===== src/aesDecrypt_cfg.svh =====
`ifndef AES_DECRYPT_CFG_SVH
`define AES_DECRYPT_CFG_SVH

// ####################
// AES-128 round structure
`define AES_NUM_ROUNDS 10
`define AES_NUM_ROUND_KEYS (`AES_NUM_ROUNDS + 1)
`define AES_ROUND_W 4

`endif


===== src/aesCtrlPkg.sv =====
`include "aesDecrypt_cfg.svh"

package aesCtrlPkg;

	typedef enum logic [2:0] {
		seqIdle,
		seqExpand,
		seqAddKey,
		seqInvShift,
		seqInvSub,
		seqInvMix,
		seqDone
	} seqStateE;

	typedef enum logic [1:0] {
		opAddKey,
		opInvShift,
		opInvSub,
		opInvMix
	} roundOpE;

	// Per-cycle command to the datapath and the round key read port
	typedef struct packed {
		roundOpE op;
		logic opEn;
		logic [`AES_ROUND_W-1:0] round;
	} roundCtrlS;

endpackage


===== src/invCipherSequencer.sv =====
`timescale 1ns/10ps
`include "aesDecrypt_cfg.svh"

module invCipherSequencer (
	input logic Clk,
	input logic arstN,
	input logic start,
	input logic keyReady,
	output logic keyExpand,
	output logic loadBlock,
	output aesCtrlPkg::roundCtrlS roundCtrl,
	output logic done
);

	aesCtrlPkg::seqStateE stateQ;
	aesCtrlPkg::seqStateE stateNext;
	logic [`AES_ROUND_W-1:0] roundQ;
	logic leaveIdle;

	assign leaveIdle = (stateQ == aesCtrlPkg::seqIdle) && start;
	assign keyExpand = leaveIdle;
	assign loadBlock = leaveIdle; // Block and key are taken in the same cycle
	assign done = (stateQ == aesCtrlPkg::seqDone);

	// ####################
	// State and round registers

	always_ff @(posedge Clk or negedge arstN)
	begin
		if (!arstN)
		begin
			stateQ <= aesCtrlPkg::seqIdle;
			roundQ <= `AES_ROUND_W'(`AES_NUM_ROUNDS);
		end
		else
		begin
			stateQ <= stateNext;
			if (leaveIdle)
				roundQ <= `AES_ROUND_W'(`AES_NUM_ROUNDS);
			else if (stateQ == aesCtrlPkg::seqAddKey && roundQ != '0)
				roundQ <= roundQ - 1'b1; // Next key is one round lower
		end
	end

	always_comb
	begin
		stateNext = stateQ;
		unique case (stateQ)
			aesCtrlPkg::seqIdle:
				if (start)
					stateNext = aesCtrlPkg::seqExpand;
			aesCtrlPkg::seqExpand:
				if (keyReady)
					stateNext = aesCtrlPkg::seqAddKey;
			aesCtrlPkg::seqAddKey:
				if (roundQ == '0)
					stateNext = aesCtrlPkg::seqDone;
				else if (roundQ == `AES_ROUND_W'(`AES_NUM_ROUNDS))
					stateNext = aesCtrlPkg::seqInvShift; // No InvMixColumns after the first key
				else
					stateNext = aesCtrlPkg::seqInvMix;
			aesCtrlPkg::seqInvMix:
				stateNext = aesCtrlPkg::seqInvShift;
			aesCtrlPkg::seqInvShift:
				stateNext = aesCtrlPkg::seqInvSub;
			aesCtrlPkg::seqInvSub:
				stateNext = aesCtrlPkg::seqAddKey;
			aesCtrlPkg::seqDone:
				if (!start)
					stateNext = aesCtrlPkg::seqIdle; // Wait here for the host to release start
			default:
				stateNext = aesCtrlPkg::seqIdle;
		endcase
	end

	// ####################
	// Round control

	always_comb
	begin
		roundCtrl.round = roundQ;
		roundCtrl.opEn = 1'b1;
		unique case (stateQ)
			aesCtrlPkg::seqAddKey:
				roundCtrl.op = aesCtrlPkg::opAddKey;
			aesCtrlPkg::seqInvShift:
				roundCtrl.op = aesCtrlPkg::opInvShift;
			aesCtrlPkg::seqInvSub:
				roundCtrl.op = aesCtrlPkg::opInvSub;
			aesCtrlPkg::seqInvMix:
				roundCtrl.op = aesCtrlPkg::opInvMix;
			default:
			begin
				roundCtrl.op = aesCtrlPkg::opAddKey;
				roundCtrl.opEn = 1'b0; // Idle, expand and done leave the state alone
			end
		endcase
	end

endmodule


===== config.mk =====
export PLATFORM = sky130hd
export DESIGN_NAME = invCipherSequencer
export DESIGN_NICKNAME = d
export VERILOG_FILES = /design/src/aesCtrlPkg.sv /design/src/invCipherSequencer.sv
export VERILOG_INCLUDE_DIRS = /design/src
export SDC_FILE = /design/constraint.sdc
export NUM_CORES = 1
export LEC_CHECK = 0
export ABC_AREA = 1
export CAP_MARGIN = 20
export CORE_AREA = 2 2 39 41
export DETAILED_ROUTE_END_ITERATION = 12
export DIE_AREA = 0 0 41 43
export DONT_BUFFER_PORTS = 1
export PLACE_DENSITY = 0.59
export SLEW_MARGIN = 20
export SYNTH_ARGS = -nofsm -noshare
export SYNTH_HDL_FRONTEND = slang
export SYNTH_SLANG_ARGS = --single-unit
export TNS_END_PERCENT = 5

===== constraint.sdc =====
create_clock -name Clk -period 1.35 [get_ports Clk]
set_input_delay 0.2025 -clock Clk [delete_from_list [all_inputs] [get_ports Clk]]
set_output_delay 0.2025 -clock Clk [all_outputs]
set_load 0.1 [all_outputs]

==> flow_results.org <==
** CTS
- TritonCTS built the clock tree.
- Clock-pin slew was measured on the worst setup and hold paths at about 50 ps.
- Clock tree synthesis inserted a total of 3 buffers.
- Clock tree synthesis selected as its root buffer the cell sky130_fd_sc_hd__clkbuf_4.
- Number of clock sinks seen by CTS :: 7
- For the worst-skew pair, the clock arrives at the later sink with an insertion delay of between 200 and 300 ps.
- No sink is reached through more buffers than the 2 on the longest clock path.
- H-tree level count :: 1

** Place
- Estimated wirelength of the detail-placed design :: slightly above 1000 µm
- Cell count after placement :: 104
- After detailed placement, the total cell area comes to ~760 µm².
- Input and output buffers added on the ports amount to 0.
- Final RePlAce weighted congestion :: 0.731

** Critical path
- Along the worst path, the maximum fanout reaches 6.
- The worst setup path is of the flop to primary output kind.
- STA puts the critical path data required time at 1150 ps.
- Launching element type of the critical path :: flop
- Arrival time worst endpoint :: between 1000 and 1500 ps
- Endpoint type of the worst setup path :: primary output

** Routing
- Number of optimization iterations in the first detailed-route pass :: 4
- DRC violation total after the first TritonRoute iteration :: 3
- Once detail routing completed, the nets flagged for antenna violations numbered 0.
- Dividing the detail-routed via count by the number of cells gives 4.89.
- Routed WL :: around 1300 µm
- Detailed-route via count :: approximately 540
- Post-detailed-route DRC marker count :: 0
- Routed length per placed instance :: around 12 µm

** Timing
- Setup violations remaining at the end of the flow were counted as 6.
- Worst Max-Slew Pin Slew :: about 310 ps
- Period utilisation layout :: 114%
- The count of final max-slew check failures came to 0.
- Final setup TNS :: -951 ps
- Worst hold margin :: roughly 130 ps
- Unrepaired setup endpoints after global routing :: yes
- Largest clock skew in the final design :: 0.543 ps
- Tightest slew margin relative to the limit :: between 70% and 80%
- Final Worst Setup Slack :: -191 ps
- The worst path in the final design needs a cycle of about 1500 ps, including I/O delays and setup.
- Top achievable clock speed :: between 600 and 700 MHz
- The number of hold-slack violations in the final timing report was 0.

** Power and ir drop
- In this run the power density over the cells is around 2600 nW/µm².
- Highest ir drop seen on vdd :: between 0.0015 and 0.002 V
- In this run the static leakage power is 0.451 nW.

** Yosys
- Synthesized area per cell :: a little over 7 µm²
- Share of the synthesized area in the top cell type :: 23.7%
- After synthesis, flip-flops and latches occupy 33.6% of the total area.
- Synth Instances :: 75
- Post-synth top area cell :: sky130_fd_sc_hd__dfrtp_1
- Cell Area, Synth :: 528 µm²
- Count of yosys warnings during synthesis :: 0
- Flip-flop and latch count after synthesis :: 7
- Post-synthesis cell type count :: 20
- Number of nets produced by synthesis :: 81
- Area contributors post-synth :: sky130_fd_sc_hd__dfrtp_1 (24%), sky130_fd_sc_hd__nand2_1 (21%), sky130_fd_sc_hd__dfstp_2 (10%)

** Final layout
- With fillers left out, the area of the finished cells amounts to 892 µm².
- Commonest non-fill, non-tap cells in the layout :: sky130_fd_sc_hd__nand2_1 (26), sky130_fd_sc_hd__buf_4 (7), sky130_fd_sc_hd__nand3_1 (6), sky130_fd_sc_hd__buf_12 (6), sky130_fd_sc_hd__inv_1 (5)
- Filler cell count :: 130
- Leaving out fill and tap cells, the most frequent cell in the layout is sky130_fd_sc_hd__nand2_1.
- The post-route netlist has between 40% and 50% of its cells at a drive strength greater than 1.
- Cells fill between 60% and 70% of the core in the end.
- 0 antenna diodes ended up in the layout.
- From synthesis to final layout, the design area changed by 69.0%.
- Filler-free cell count of the finished design :: between 100 and 150
- The net count of the finished layout is a little over 100.

** Floorplanning
- Boundary pin count :: 14
- The region available for standard cell placement spans around 1400 µm².
- Row generation in the floorplan step produced 14 rows.
- From bottom edge to top edge, the die measures roughly 43 µm.
- Initial standard-cell utilization of the core :: between 30% and 40%
- Die footprint :: 1760 µm²
- Die span in x :: 41 µm

** GRT
- First-pass GRT wire length :: 2350 µm
- Total overflow reported by the global router :: 0
- Maximum number of pins on one net before global-route repair :: 8
- Antenna violations before repair :: 0
- Global routing used about a fifth of the available tracks across all layers.
- The via count of the first global-routing pass was 575.

** Outcome
- Run status :: finished, violations left
- Violations in the final reports :: negative setup slack

** Worst hold path
- The worst hold path belongs to the class primary input to flop.

** Job
- Max-cap violations in this run came to 0.
-- what timing repair did --
item,in CTS,in global routing
setup endpoints to repair,10,15
buffers inserted,2,0
pin swaps,4,4
endpoints found under the hold margin,7,0
gates resized for setup,15,7
hold buffers,1,0
-- critical path: stages, from the launching register on --
cell and delay, ps:
sky130_fd_sc_hd__dfrtp_2 510, sky130_fd_sc_hd__inv_4 70, sky130_fd_sc_hd__buf_6 120, sky130_fd_sc_hd__nor3_4 190, sky130_fd_sc_hd__buf_12 200
-- cell type report --
cell class	instances	area (µm²)	share of cell area, %
multi-input cells	58	398	44.6
repair buffers	17	216	24.3
flip-flops and latches	7	185	20.8
inverters	9	45.0	5.05
clock buffers	3	22.5	2.52
well taps	16	20.0	2.24
clock inverters	1	5.00	0.561
-- cells by family after synthesis --
| group | synth area share, % |
|---|---|
| AOI/OAI and AO/OA | 2.61 |
| adders and majority gates | 4.74 |
| DFF | 33.6 |
| buffers and inverters | 8.30 |
| and+or+nand+nor | 50.7 |
-- synthesized netlist by cell type (all sizes together) --
cell type / number
nand4: 2
dfrtp: 5
o2111ai: 1
nor3: 1
o21ai: 1
dfstp: 2
buf: 1
inv: 9
nand3: 9
nand2: 33
nor2: 8
nand3b: 1
ha: 2
-- worst paths after layout --
| path | slack, ps | cells past startpoint | endpoint | from |
|---|---|---|---|---|
| min reg2reg | 540 | 2 | roundQ[3] | roundQ[3] |
| min | 130 | 3 | stateQ[0] | keyReady |
| max reg2reg | 50 | 8 | stateQ[1] | roundQ[1] |
| max | -190 | 4 | done | stateQ[2] |
| max in group asynchronous | 790 | 1 | roundQ[3] | arstN |
| min in group asynchronous | 280 | 1 | stateQ[2] | arstN |
-- per-layer routing --
metal	track usage [%]	up-vias	share of wire (%)
met5	0	-	0
met4	9.33	0	1.6
met3	5.24	2	3.9
met2	33.8	15	59
met1	22.2	249	36
li1	-	277	-
-- power by group --
| part | leakage (nW) | internal, W | total (W) | switching (W) |
|---|---|---|---|---|
| clock | 0.0177 | 0.000108 | 0.000186 | 0.0000780 |
| sequential | 0.0825 | 0.000291 | 0.000389 | 0.0000984 |
| combinational | 0.351 | 0.000601 | 0.00175 | 0.00115 |
| total | 0.451 | 0.00100 | 0.00233 | 0.00133 |
-- state kept, by name, summed over array words and instances, names as in the netlist --
| register | flops |
|---|---|
| roundQ | 4 |
| stateQ | 3 |
-- metrics by stage --
stage | setup WS (ps) | power (W)
floorplan | -283 | 0.00155
global placement | 20.8 | 0.00193
detailed placement | -8.93 | 0.00196
CTS | -184 | 0.00229
global route | -235 | 0.00247
finish | -191 | 0.00233
Power figures use the tool's default switching activity.
